<file path="src/mips_id_pkg.sv">
package mips_id_pkg;

    // widths fixed by the instruction set
    localparam int reg_addr_w = 5;
    localparam int word_w     = 32;
    localparam int alu_op_w   = 12;

    // primary opcodes
    localparam logic [5:0] op_special = 6'h00;
    localparam logic [5:0] op_regimm  = 6'h01;
    localparam logic [5:0] op_j       = 6'h02;
    localparam logic [5:0] op_jal     = 6'h03;
    localparam logic [5:0] op_beq     = 6'h04;
    localparam logic [5:0] op_bne     = 6'h05;
    localparam logic [5:0] op_blez    = 6'h06;
    localparam logic [5:0] op_bgtz    = 6'h07;
    localparam logic [5:0] op_addiu   = 6'h09;
    localparam logic [5:0] op_slti    = 6'h0a;
    localparam logic [5:0] op_sltiu   = 6'h0b;
    localparam logic [5:0] op_andi    = 6'h0c;
    localparam logic [5:0] op_ori     = 6'h0d;
    localparam logic [5:0] op_xori    = 6'h0e;
    localparam logic [5:0] op_lui     = 6'h0f;
    localparam logic [5:0] op_lw      = 6'h23;
    localparam logic [5:0] op_sw      = 6'h2b;

    // special function codes
    localparam logic [5:0] fn_sll  = 6'h00;
    localparam logic [5:0] fn_srl  = 6'h02;
    localparam logic [5:0] fn_sra  = 6'h03;
    localparam logic [5:0] fn_sllv = 6'h04;
    localparam logic [5:0] fn_srlv = 6'h06;
    localparam logic [5:0] fn_srav = 6'h07;
    localparam logic [5:0] fn_jr   = 6'h08;
    localparam logic [5:0] fn_jalr = 6'h09;
    localparam logic [5:0] fn_addu = 6'h21;
    localparam logic [5:0] fn_subu = 6'h23;
    localparam logic [5:0] fn_and  = 6'h24;
    localparam logic [5:0] fn_or   = 6'h25;
    localparam logic [5:0] fn_xor  = 6'h26;
    localparam logic [5:0] fn_nor  = 6'h27;
    localparam logic [5:0] fn_slt  = 6'h2a;
    localparam logic [5:0] fn_sltu = 6'h2b;

    // regimm selectors in the rt field
    localparam logic [4:0] rt_bltz = 5'h00;
    localparam logic [4:0] rt_bgez = 5'h01;

    // stall codes from the hazard unit
    localparam logic [1:0] stall_run    = 2'b00;
    localparam logic [1:0] stall_hold   = 2'b01;
    localparam logic [1:0] stall_bubble = 2'b10;

    typedef struct packed {
        logic [5:0] op;
        logic [4:0] rs;
        logic [4:0] rt;
        logic [4:0] rd;
        logic [4:0] sa;
        logic [5:0] func;
    } inst_r_t;

    typedef struct packed {
        logic [5:0]  op;
        logic [4:0]  rs;
        logic [4:0]  rt;
        logic [15:0] imm;
    } inst_i_t;

    typedef struct packed {
        logic [5:0]  op;
        logic [25:0] index;
    } inst_j_t;

    typedef union packed {
        inst_r_t r;
        inst_i_t i;
        inst_j_t j;
    } inst_u;

    typedef struct packed {
        inst_u              inst;
        logic [word_w-1:0]  pc;
    } fs_to_ds_t;

    typedef struct packed {
        logic                  we;
        logic [reg_addr_w-1:0] waddr;
        logic [word_w-1:0]     wdata;
    } rf_write_t;

    typedef struct packed {
        logic use_fwd_rs;
        logic use_fwd_rt;
    } fwd_t;

    typedef struct packed {
        logic [reg_addr_w-1:0] rs;
        logic [reg_addr_w-1:0] rt;
    } src_addr_t;

    typedef struct packed {
        logic [alu_op_w-1:0]   alu_op;
        logic                  src1_is_sa;
        logic                  src1_is_pc;
        logic                  src2_is_simm;
        logic                  src2_is_uimm;
        logic                  src2_is_8;
        logic                  res_from_mem;
        logic                  gr_we;
        logic                  mem_we;
        logic [reg_addr_w-1:0] dest;
    } dec_ctrl_t;

    typedef struct packed {
        dec_ctrl_t         ctrl;
        logic [15:0]       imm;
        logic [word_w-1:0] rs_value;
        logic [word_w-1:0] rt_value;
        logic [word_w-1:0] pc;
    } ds_to_es_t;

    typedef struct packed {
        logic              taken;
        logic [word_w-1:0] target;
    } br_bus_t;

endpackage

</file>
<file path="src/id_pipe_ctrl.sv">
`timescale 1ns/100ps

module id_pipe_ctrl (
    input  logic                   clk,
    input  logic                   rst,
    input  logic                   flush,
    input  logic                   es_allowin,
    input  logic                   fs_to_ds_valid,
    input  logic [1:0]             stall,
    input  mips_id_pkg::fs_to_ds_t fs_to_ds,
    output logic                   ds_allowin,
    output logic                   ds_valid,
    output logic                   ds_to_es_valid,
    output mips_id_pkg::fs_to_ds_t ds_inst_pc
);

    // stall override on both handshake levels
    always_comb begin
        case (stall)
            mips_id_pkg::stall_hold: begin
                ds_allowin     = 1'b0;
                ds_to_es_valid = 1'b0;
            end
            mips_id_pkg::stall_bubble: begin
                ds_allowin     = 1'b1;
                ds_to_es_valid = 1'b0;
            end
            default: begin
                ds_allowin     = !ds_valid || es_allowin;
                ds_to_es_valid = ds_valid;
            end
        endcase
    end

    always_ff @(posedge clk) begin
        if (rst || flush) begin
            ds_valid <= 1'b0;
        end else if (ds_allowin) begin
            ds_valid <= fs_to_ds_valid;
        end
    end

    // instruction register, loaded only on a fetch transfer
    always_ff @(posedge clk) begin
        if (fs_to_ds_valid && ds_allowin) begin
            ds_inst_pc <= fs_to_ds;
        end
    end

    // a held or back-pressured instruction stays put across the edge
    held_inst_stable: assert property (@(posedge clk) disable iff (rst)
        (ds_valid && !ds_allowin && !flush) |=> ds_valid && $stable(ds_inst_pc));

endmodule

</file>
<file path="src/inst_decoder.sv">
`timescale 1ns/100ps

module inst_decoder (
    input  mips_id_pkg::inst_u     inst,
    output mips_id_pkg::dec_ctrl_t ctrl,
    output logic                   is_branch,
    output logic                   is_jump_reg,
    output logic                   is_jump_imm
);

    logic is_special, is_regimm;
    logic rs_zero, rt_zero, rd_zero, sa_zero;
    logic inst_addu, inst_subu, inst_slt, inst_sltu;
    logic inst_and, inst_or, inst_xor, inst_nor;
    logic inst_sll, inst_srl, inst_sra, inst_sllv, inst_srlv, inst_srav;
    logic inst_addiu, inst_slti, inst_sltiu, inst_andi, inst_ori, inst_xori, inst_lui;
    logic inst_lw, inst_sw;
    logic inst_beq, inst_bne, inst_bgez, inst_bgtz, inst_blez, inst_bltz;
    logic inst_j, inst_jal, inst_jr, inst_jalr;
    logic alu_reg, alu_imm;

    assign is_special = inst.r.op == mips_id_pkg::op_special;
    assign is_regimm  = inst.r.op == mips_id_pkg::op_regimm;
    assign rs_zero    = inst.r.rs == '0;
    assign rt_zero    = inst.r.rt == '0;
    assign rd_zero    = inst.r.rd == '0;
    assign sa_zero    = inst.r.sa == '0;

    // register-register ALU ops need a zero shift amount
    assign inst_addu = is_special && sa_zero && inst.r.func == mips_id_pkg::fn_addu;
    assign inst_subu = is_special && sa_zero && inst.r.func == mips_id_pkg::fn_subu;
    assign inst_slt  = is_special && sa_zero && inst.r.func == mips_id_pkg::fn_slt;
    assign inst_sltu = is_special && sa_zero && inst.r.func == mips_id_pkg::fn_sltu;
    assign inst_and  = is_special && sa_zero && inst.r.func == mips_id_pkg::fn_and;
    assign inst_or   = is_special && sa_zero && inst.r.func == mips_id_pkg::fn_or;
    assign inst_xor  = is_special && sa_zero && inst.r.func == mips_id_pkg::fn_xor;
    assign inst_nor  = is_special && sa_zero && inst.r.func == mips_id_pkg::fn_nor;
    assign inst_sllv = is_special && sa_zero && inst.r.func == mips_id_pkg::fn_sllv;
    assign inst_srlv = is_special && sa_zero && inst.r.func == mips_id_pkg::fn_srlv;
    assign inst_srav = is_special && sa_zero && inst.r.func == mips_id_pkg::fn_srav;

    // constant shifts leave rs unused
    assign inst_sll = is_special && rs_zero && inst.r.func == mips_id_pkg::fn_sll;
    assign inst_srl = is_special && rs_zero && inst.r.func == mips_id_pkg::fn_srl;
    assign inst_sra = is_special && rs_zero && inst.r.func == mips_id_pkg::fn_sra;

    assign inst_addiu = inst.i.op == mips_id_pkg::op_addiu;
    assign inst_slti  = inst.i.op == mips_id_pkg::op_slti;
    assign inst_sltiu = inst.i.op == mips_id_pkg::op_sltiu;
    assign inst_andi  = inst.i.op == mips_id_pkg::op_andi;
    assign inst_ori   = inst.i.op == mips_id_pkg::op_ori;
    assign inst_xori  = inst.i.op == mips_id_pkg::op_xori;
    assign inst_lui   = inst.i.op == mips_id_pkg::op_lui && rs_zero;
    assign inst_lw    = inst.i.op == mips_id_pkg::op_lw;
    assign inst_sw    = inst.i.op == mips_id_pkg::op_sw;

    assign inst_beq  = inst.i.op == mips_id_pkg::op_beq;
    assign inst_bne  = inst.i.op == mips_id_pkg::op_bne;
    assign inst_bgtz = inst.i.op == mips_id_pkg::op_bgtz && rt_zero;
    assign inst_blez = inst.i.op == mips_id_pkg::op_blez && rt_zero;
    assign inst_bgez = is_regimm && inst.i.rt == mips_id_pkg::rt_bgez;
    assign inst_bltz = is_regimm && inst.i.rt == mips_id_pkg::rt_bltz;
    assign inst_j    = inst.j.op == mips_id_pkg::op_j;
    assign inst_jal  = inst.j.op == mips_id_pkg::op_jal;
    assign inst_jr   = is_special && rt_zero && rd_zero && sa_zero
                       && inst.r.func == mips_id_pkg::fn_jr;
    assign inst_jalr = is_special && rt_zero && sa_zero && inst.r.func == mips_id_pkg::fn_jalr;

    assign alu_reg = inst_addu | inst_subu | inst_slt | inst_sltu | inst_and | inst_or
                   | inst_xor | inst_nor | inst_sll | inst_srl | inst_sra
                   | inst_sllv | inst_srlv | inst_srav;
    assign alu_imm = inst_addiu | inst_slti | inst_sltiu | inst_andi | inst_ori | inst_xori;

    // one-hot ALU operation, bit 0 is addition
    assign ctrl.alu_op[0]  = inst_addu | inst_addiu | inst_lw | inst_sw | inst_jal | inst_jalr;
    assign ctrl.alu_op[1]  = inst_subu;
    assign ctrl.alu_op[2]  = inst_slt | inst_slti;
    assign ctrl.alu_op[3]  = inst_sltu | inst_sltiu;
    assign ctrl.alu_op[4]  = inst_and | inst_andi;
    assign ctrl.alu_op[5]  = inst_nor;
    assign ctrl.alu_op[6]  = inst_or | inst_ori;
    assign ctrl.alu_op[7]  = inst_xor | inst_xori;
    assign ctrl.alu_op[8]  = inst_sll | inst_sllv;
    assign ctrl.alu_op[9]  = inst_srl | inst_srlv;
    assign ctrl.alu_op[10] = inst_sra | inst_srav;
    assign ctrl.alu_op[11] = inst_lui;

    assign ctrl.src1_is_sa   = inst_sll | inst_srl | inst_sra;
    assign ctrl.src1_is_pc   = inst_jal | inst_jalr;
    assign ctrl.src2_is_simm = inst_addiu | inst_slti | inst_sltiu | inst_lui | inst_lw | inst_sw;
    assign ctrl.src2_is_uimm = inst_andi | inst_ori | inst_xori;
    // link value is pc+8
    assign ctrl.src2_is_8    = inst_jal | inst_jalr;
    assign ctrl.res_from_mem = inst_lw;
    assign ctrl.mem_we       = inst_sw;
    // unknown words fall through with no write enable
    assign ctrl.gr_we        = alu_reg | alu_imm | inst_lui | inst_lw | inst_jal | inst_jalr;

    assign ctrl.dest = inst_jal                       ? 5'd31 :
                       (alu_imm | inst_lui | inst_lw) ? inst.i.rt :
                                                        inst.r.rd;

    assign is_branch   = inst_beq | inst_bne | inst_bgez | inst_bgtz | inst_blez | inst_bltz;
    assign is_jump_reg = inst_jr | inst_jalr;
    assign is_jump_imm = inst_j | inst_jal;

    alu_op_onehot: assert final ($onehot0(ctrl.alu_op));

endmodule

</file>
<file path="src/reg_file.sv">
`timescale 1ns/100ps

module reg_file (
    input  logic                                clk,
    input  logic                                rst,
    input  logic [mips_id_pkg::reg_addr_w-1:0]  raddr1,
    input  logic [mips_id_pkg::reg_addr_w-1:0]  raddr2,
    input  mips_id_pkg::rf_write_t              wr,
    output logic [mips_id_pkg::word_w-1:0]      rdata1,
    output logic [mips_id_pkg::word_w-1:0]      rdata2
);

    logic [mips_id_pkg::word_w-1:0] regs [32];

    // register 0 is never written, so it stays at its reset value
    always_ff @(posedge clk) begin
        if (rst) begin
            for (int i = 0; i < 32; i++) begin
                regs[i] <= '0;
            end
        end else if (wr.we && wr.waddr != '0) begin
            regs[wr.waddr] <= wr.wdata;
        end
    end

    // no bypass, a same-cycle write shows up after the edge
    assign rdata1 = regs[raddr1];
    assign rdata2 = regs[raddr2];

    zero_reads_zero: assert property (@(posedge clk) disable iff (rst)
        (raddr1 == '0 |-> rdata1 == '0) and (raddr2 == '0 |-> rdata2 == '0));

endmodule

</file>
<file path="src/operand_fwd.sv">
`timescale 1ns/100ps

module operand_fwd (
    input  logic                           clk,
    input  logic                           rst,
    input  mips_id_pkg::src_addr_t         src,
    input  mips_id_pkg::rf_write_t         wr,
    input  mips_id_pkg::fwd_t              fwd,
    input  logic [mips_id_pkg::word_w-1:0] fwd_data,
    output logic [mips_id_pkg::word_w-1:0] rs_value,
    output logic [mips_id_pkg::word_w-1:0] rt_value
);

    logic [mips_id_pkg::word_w-1:0] rf_rdata1;
    logic [mips_id_pkg::word_w-1:0] rf_rdata2;

    reg_file reg_file_inst (
        .clk    (clk),
        .rst    (rst),
        .raddr1 (src.rs),
        .raddr2 (src.rt),
        .wr     (wr),
        .rdata1 (rf_rdata1),
        .rdata2 (rf_rdata2)
    );

    // hazard unit picks the forwarded value over the file
    assign rs_value = fwd.use_fwd_rs ? fwd_data : rf_rdata1;
    assign rt_value = fwd.use_fwd_rt ? fwd_data : rf_rdata2;

endmodule

</file>
<file path="src/branch_unit.sv">
`timescale 1ns/100ps

module branch_unit (
    input  logic                           ds_valid,
    input  mips_id_pkg::inst_u             inst,
    input  logic [mips_id_pkg::word_w-1:0] pc,
    input  logic [mips_id_pkg::word_w-1:0] rs_value,
    input  logic [mips_id_pkg::word_w-1:0] rt_value,
    input  logic                           is_branch,
    input  logic                           is_jump_reg,
    input  logic                           is_jump_imm,
    output mips_id_pkg::br_bus_t           br
);

    logic [mips_id_pkg::word_w-1:0] pc_plus4;
    logic [mips_id_pkg::word_w-1:0] branch_target;
    logic [mips_id_pkg::word_w-1:0] jump_target;
    logic                           rs_eq_rt;
    logic                           rs_eq_0;
    logic                           rs_lt_0;
    logic                           cond;

    // delay slot address
    assign pc_plus4 = pc + 32'd4;

    assign rs_eq_rt = rs_value == rt_value;
    assign rs_eq_0  = rs_value == '0;
    assign rs_lt_0  = rs_value[31];

    // is_branch already checks the rt field of the regimm and blez/bgtz forms
    always_comb begin
        case (inst.i.op)
            mips_id_pkg::op_beq:    cond = rs_eq_rt;
            mips_id_pkg::op_bne:    cond = !rs_eq_rt;
            mips_id_pkg::op_bgtz:   cond = !rs_lt_0 && !rs_eq_0;
            mips_id_pkg::op_blez:   cond = rs_lt_0 || rs_eq_0;
            mips_id_pkg::op_regimm: cond = (inst.i.rt == mips_id_pkg::rt_bgez) ? !rs_lt_0 : rs_lt_0;
            default:                cond = 1'b0;
        endcase
    end

    assign branch_target = pc_plus4 + {{14{inst.i.imm[15]}}, inst.i.imm, 2'b00};
    assign jump_target   = {pc_plus4[31:28], inst.j.index, 2'b00};

    assign br.taken  = ds_valid && ((is_branch && cond) || is_jump_reg || is_jump_imm);
    assign br.target = is_branch   ? branch_target :
                       is_jump_reg ? rs_value :
                                     jump_target;

endmodule

</file>
<file path="src/id_stage.sv">
`timescale 1ns/100ps

module id_stage (
    input  logic                           clk,
    input  logic                           rst,
    input  logic                           fs_to_ds_valid,
    input  mips_id_pkg::fs_to_ds_t         fs_to_ds,
    output logic                           ds_allowin,
    input  logic                           es_allowin,
    output logic                           ds_to_es_valid,
    output mips_id_pkg::ds_to_es_t         ds_to_es,
    input  mips_id_pkg::rf_write_t         ws_to_rf,
    input  logic [mips_id_pkg::word_w-1:0] fwd_data,
    input  mips_id_pkg::fwd_t              fwd,
    input  logic [1:0]                     stall,
    input  logic                           flush,
    output mips_id_pkg::br_bus_t           br,
    output mips_id_pkg::src_addr_t         src_addrs,
    output logic                           is_branch
);

    logic                           ds_valid;
    mips_id_pkg::fs_to_ds_t         ds_inst_pc;
    mips_id_pkg::dec_ctrl_t         ctrl;
    logic                           is_jump_reg;
    logic                           is_jump_imm;
    logic [mips_id_pkg::word_w-1:0] rs_value;
    logic [mips_id_pkg::word_w-1:0] rt_value;

    id_pipe_ctrl id_pipe_ctrl_inst (
        .clk            (clk),
        .rst            (rst),
        .flush          (flush),
        .es_allowin     (es_allowin),
        .fs_to_ds_valid (fs_to_ds_valid),
        .stall          (stall),
        .fs_to_ds       (fs_to_ds),
        .ds_allowin     (ds_allowin),
        .ds_valid       (ds_valid),
        .ds_to_es_valid (ds_to_es_valid),
        .ds_inst_pc     (ds_inst_pc)
    );

    inst_decoder inst_decoder_inst (
        .inst        (ds_inst_pc.inst),
        .ctrl        (ctrl),
        .is_branch   (is_branch),
        .is_jump_reg (is_jump_reg),
        .is_jump_imm (is_jump_imm)
    );

    // source indices also go back to the hazard unit
    assign src_addrs.rs = ds_inst_pc.inst.r.rs;
    assign src_addrs.rt = ds_inst_pc.inst.r.rt;

    operand_fwd operand_fwd_inst (
        .clk      (clk),
        .rst      (rst),
        .src      (src_addrs),
        .wr       (ws_to_rf),
        .fwd      (fwd),
        .fwd_data (fwd_data),
        .rs_value (rs_value),
        .rt_value (rt_value)
    );

    branch_unit branch_unit_inst (
        .ds_valid    (ds_valid),
        .inst        (ds_inst_pc.inst),
        .pc          (ds_inst_pc.pc),
        .rs_value    (rs_value),
        .rt_value    (rt_value),
        .is_branch   (is_branch),
        .is_jump_reg (is_jump_reg),
        .is_jump_imm (is_jump_imm),
        .br          (br)
    );

    assign ds_to_es.ctrl     = ctrl;
    assign ds_to_es.imm      = ds_inst_pc.inst.i.imm;
    assign ds_to_es.rs_value = rs_value;
    assign ds_to_es.rt_value = rt_value;
    assign ds_to_es.pc       = ds_inst_pc.pc;

endmodule

</file>
<file path="config.mk">
export PLATFORM = sky130hd
export DESIGN_NAME = id_stage
export DESIGN_NICKNAME = d
export VERILOG_FILES = /design/src/mips_id_pkg.sv /design/src/id_pipe_ctrl.sv /design/src/inst_decoder.sv /design/src/reg_file.sv /design/src/operand_fwd.sv /design/src/branch_unit.sv /design/src/id_stage.sv
export SDC_FILE = /design/constraint.sdc
export NUM_CORES = 2
export LEC_CHECK = 0
export BUFFER_PORTS_ARGS = -buffer_cell sky130_fd_sc_hd__clkbuf_2
export CAP_MARGIN = 20
export CORE_MARGIN = 4
export CORE_UTILIZATION = 40
export DETAILED_ROUTE_END_ITERATION = 10
export SYNTH_ARGS = -nofsm -noshare
export SYNTH_HDL_FRONTEND = slang
export SYNTH_SLANG_ARGS = --single-unit
export TNS_END_PERCENT = 20
</file>
<file path="constraint.sdc">
create_clock -name clk -period 5 [get_ports clk]
set_input_delay 0 -clock clk [delete_from_list [all_inputs] [get_ports clk]]
set_output_delay 0 -clock clk [all_outputs]
set_load 0.01 [all_outputs]
</file>
# Yosys cells after proc, flatten, opt, wreduce, memory -nomap -nowiden
# Memory sizes are Yosys's and may differ from the RTL's. A register that Yosys moved wholly into a read port is not among the register bits.
# Index checks and enable logic that the tools add are counted.
totals:
  ff_bits: 65
  ram_bits: 1024
  input_bits: 143
  out_inout_bits: 183
  mem_count: 1
op_classes:
  n_addsub: 2
  eq_ne: 35
  mux: 20
  bitwise_logic: 53
  n_reduce_logical: 51
memory_table:
  columns: ["name", "words", "word_bits", "read_ports", "rd_clocked_by_memory_dff", "write_ports", "line", "rtl"]
  rows:
  - ["operand_fwd_inst.reg_file_inst.regs", 32, 32, 2, 2, 32, "reg_file.sv:13", "logic [mips_id_pkg::word_w-1:0] regs [32];"]
op_table:
  columns: ["operator", "n"]
  rows:
  - ["2-to-1 mux 32 bit", 5]
  - ["equality test 6 bit (second input constant)", 10]
  - ["equality test 6 x 4 -> 1 bit (second input constant)", 9]
  - ["OR 1 bit", 53]
  - ["equality test 6 x 3 -> 1 bit (second input constant)", 7]
  - ["adder 32 x 3 -> 32 bit (second input constant)", 1]
  - ["adder 32 bit", 1]
  - ["equality test 32 bit", 1]
  - ["logical AND 1 bit", 32]
  - ["zero test 32 bit", 1]
  - ["OR reduction 32 bit", 1]
  - ["2-to-1 mux 5 bit", 5]
  - ["equality test 6 x 2 -> 1 bit (second input constant)", 4]
  - ["zero test 5 bit", 4]
  - ["zero test 6 bit", 2]
  - ["2-to-1 mux 1 bit", 8]
  - ["equality test 6 x 1 -> 1 bit (second input constant)", 1]
  - ["equality test 5 x 1 -> 1 bit (second input constant)", 1]
  - ["logical OR 1 bit", 5]
  - ["case mux 1 bit (5 select lines)", 1]
  - ["nonzero test 5 bit", 1]
  - ["zero test 1 bit", 4]
  - ["equality test 2 x 1 -> 1 bit (second input constant)", 1]
  - ["equality test 2 bit (second input constant)", 1]
  - ["other kinds (2)", 2]

# Depth between registers and ports, before layout
depth:
  word_depth: 21
  mapped_depth: 20

# Modules after synthesis
# A second synthesis with hierarchy kept.
hier_totals:
  cells_unflattened: 5346
  hier_area_um2: 63011.7
modules_own_cells:
  columns: ["module", "n_inst", "cells_each", "area_each_um2", "seq_area_each_um2"]
  rows:
  - ["reg_file", 1, 4605, 55896.1, 30749.5]
  - ["branch_unit", 1, 483, 3360.7, 0.0]
  - ["id_pipe_ctrl", 1, 78, 2028.2, 1941.9]
  - ["operand_fwd", 1, 72, 1088.5, 0.0]
  - ["inst_decoder", 1, 108, 638.1, 0.0]

# Worst setup path after synthesis
# OpenSTA, ideal clock, no wires.
synth_timing:
  path_type: "register to output"
  start: "register id_pipe_ctrl_inst.ds_inst_pc[2] (netlist name)"
  end: "output port br[30] in the netlist's numbering"
  arrival_time_ps: 4116
  required_time_ps: 5000
  slack_ps: 884
  path_stages_with_launch: 20
  path_cell_list: "edfxtp_1 ha_1 nand3_1 or3_1 clkbuf_1 nor3_1 nand2_1 xnor2_1 ha_1 a21o_1 a21o_1 a21o_1 a21o_1 a221oi_1 a21boi_0 o211ai_1 a21o_1 a21oi_1 xor2_1 o221ai_1"
synth_lines:
  columns: ["item", "line", "rtl"]
  rows:
  - ["end: declaration", "id_stage.sv:17", "output mips_id_pkg::br_bus_t br,"]

==> results.md <==
- Status: finished, violations left
- Failing checks: negative setup slack
- Input/output buffers: 325
- Share of the yosys chip area belonging to registers: 52.9%
- EDFF count, synth: 1088
- CTS Buf Count: 120
- Ys async rst share: 0%
- Max cap viols: 0
- Placed wire-length estimate: 154000 um
- Gr ovfl total: 0
- Vias in the first global route: 46600
- Share of layout cells above drive strength 1: 19.1%
- Register bit count reported by yosys: 1099
- TritonCTS clock tree: done
- Core ar.: 0.154 mm^2
- Starting density of the core: 40.3%
- Kind of critical path: flop to output pin
- Hold WS: 26.5 ps
- Hold path start: fs_to_ds[55]
- Pre-Repair DR Iteration Count: 7
- Power density cells: 348 mW/mm^2
- GP Congestion: 0.964
- Gr usage total: 30.8%
- Area growth, synth to finish: 20.3%
- Final hold vios: 0
- Synth area leaders: edfxtp_1 53%, mux2i_1 17%, and2_1 10%, a22o_1 2.7%, a221oi_1 2.7%
- Setup crit start kind: flop
- Place WS: -702 ps
- RSZ-0062 raised after global routing: true
- CP Cell Sequence: buf_4, bufbuf_16, buf_4, mux2i_1, a22o_1, a221oi_2, o22ai_1, o41ai_2, buf_4, xnor2_2, nor4_2, nand4_1, buf_4, or4b_4, o41ai_2, o21ai_1, a31oi_1, buf_2
- Leak: 29.3 nW
- Clock Skew: 7.76 ps
- Final critical-path share of the clock period: 110%
- Worst hold stages: 4
- Hold Path Class: primary input to flop
- Row count: 144
- Drt via density: 6.27
- Cell variety after synth: 67
- Via Count: 48600
- Die H: 402 um
- Register-to-Register Path Depth: 7
- Clk root buf: clkbuf_16
- Drt initial violations: 7285
- Routed WL: 260000 um
- Final Util: 48.4%
- Gate Count Post-Synth: 5098
- Peak supply drop: 0.000322 V
- Reg-to-Reg End: id_pipe_ctrl_inst.ds_inst_pc[60]$_DFFE_PP_
- Prevailing post-synth register cell: edfxtp_1
- Slowest stage delay, CP: 540 ps
- Crit path max-delay cell type: or4b_4
- Die ar.: 0.162 mm^2
- IO Count: 326
- Number of antenna violations at the first check in global routing: 27
- Clock tree buffer depth: 3
- Critical path endpoint category: output pin
- Clock Latency Late Sink: 750 ps
- Setup violations, final: 4
- Final Critical Period: 5480 ps
- CTS sink count: 1099
- Worst EP required: 5000 ps
- Worst slew pin tran: 1210 ps
- Arrival @ worst endpoint: 5480 ps
- Antenna Nets Post-Route: 0
- Final Max Slew Viols: 0
- Largest net degree at the start of global routing: 65
- Syn Area/Cell: 12.2 um^2
- First-pass GRT wire length: 358000 um
- Post-route DRC: 0
- Clock transition at path regs: 60 ps
- Reg2Reg Setup Slack: 2360 ps
- Slew margin rel.: 19.3%
- Synth top area share: 52.6%
- Syn Std Cell Area: 0.0621 mm^2
- CP max FO: 6
- Die X-Extent: 402 um
- Htree depth: 3
- Max Freq: 0.183 GHz
- Worst R2R Start: id_pipe_ctrl_inst.ds_valid$_SDFFE_PP0N_
- Final worst slack: -479 ps
- DR WL/cell: 33.5 um
- Most used cell, CP: buf_4
- Synth area leader: edfxtp_1
- Final #Nets: 5775
- Yosys warning total: 0
[sequential cells by signal (all words and copies together) (netlist names), named ones only]
register	flops
id_pipe_ctrl_inst.ds_inst_pc	64
operand_fwd_inst.reg_file_inst.regs	1024
id_pipe_ctrl_inst.ds_valid	1
[cells in the final DEF (no fill, tap or decap), types with 24 or more instances in the layout]
master,n
a21oi_1,84
clkinv_2,24
nand2_1,163
clkbuf_1,30
and2_1,995
buf_4,282
clkbuf_2,319
o21ai_0,27
ha_1,26
dlygate4sd3_1,155
or2_2,26
nor2_1,43
clkbuf_16,121
xnor2_1,50
o22ai_1,89
nor2_4,33
inv_1,50
edfxtp_1,1088
a221oi_1,161
a22oi_1,134
mux2i_1,1028
conb_1,32
xor2_1,26
a22o_1,192
o31a_1,32
a221oi_2,32
buf_12,46
[power by group]
part           internal (mW)  switching, mW  total, mW
clock                   4.87           3.92       8.79
sequential              10.7          0.341       11.0
combinational           2.49           3.75       6.24
[cells by family after synthesis]
| logic type | after synthesis | synth area share [%] |
|---|---|---|
| buf+inv | 565 | 4.33 |
| other cells | 1 | 0.00604 |
| flops | 1099 | 52.9 |
| fa+ha+maj | 32 | 0.656 |
| simple gates | 1403 | 13.2 |
| compound gates | 882 | 11.1 |
| mux | 1031 | 16.6 |
| xor+xnor | 85 | 1.20 |
[cell usage after synthesis, types with 16 or more instances]
library cell and instances:
and2_1 997, or2_2 35, xor2_1 27, nand4_1 17, mux2i_1 1030, o221ai_1 20
buf_6 21, a22o_1 192, nor3_1 16, o22ai_1 99, nand2_1 165, o41ai_1 20
edfxtp_1 1088, buf_2 42, a22oi_1 135, clkbuf_1 340, o21ai_0 30, nor2_1 77
nand3_1 24, a221oi_1 190, inv_1 51, buf_4 65, a21oi_1 96, ha_1 31
buf_1 38, o31a_1 32, xnor2_1 58
[how the worst max path moves through the flow]
stage                     cells after the start                                       from  endpoint
after floorplan                              19  id_pipe_ctrl_inst.ds_inst_pc[2]$_DFFE_PP_    br[30]
after global placement                       16                                       flop    br[32]
after detailed placement                     16                                       flop    br[32]
after CTS                                    17                                       flop    br[32]
after global routing                         18                                       flop    br[32]
final                                        18                                       flop    br[32]
[worst max-delay path: cells and delay by family, from the launching register on]
family / cells / cell delay [ps]
mux: 1 / 130
compound gates: 7 / 1440
simple gates: 3 / 1370
flops: 1 / 380
buf+inv: 6 / 1250
xor+xnor: 1 / 130
[through the flow]
stage                     power, mW  cells  TNS, ps  area [um^2]
after floorplan                14.3   5129        0        62200
after detailed placement       16.5   7247     -702        66800
after global routing           26.6   7749    -1510        74700
final                          26.0   7756     -618        74700
after CTS                      25.8   7728     -997        74300
after global placement         16.5   7245     -633        66800
[layout make-up]
class / count / area, um^2
Tap cell: 2044 / 2560
Timing Repair Buffer: 861 / 7570
Clock inverter: 69 / 569
Sequential cell: 1099 / 32900
Fill cell: 13500 / 79500
Antenna cell: 9 / 22.5
Clock buffer: 156 / 3210
Multi-Input combinational cell: 3467 / 27700
Inverter: 51 / 191
[layer usage]
metal	global-route usage (%)	routed length, um
met4	14.8	13800
met2	46.4	113000
met3	6.33	30100
met5	0	13
met1	42.4	102000
[what timing repair did]
item	in CTS	in global routing
setup endpoints to repair	9	11
setup buffers	75	17
hold buffers	155	0
pin swaps	53	27
endpoints found under the hold margin	678	0
resized for setup	134	40
cloned	26	0
(Power assumes the default switching activity.)
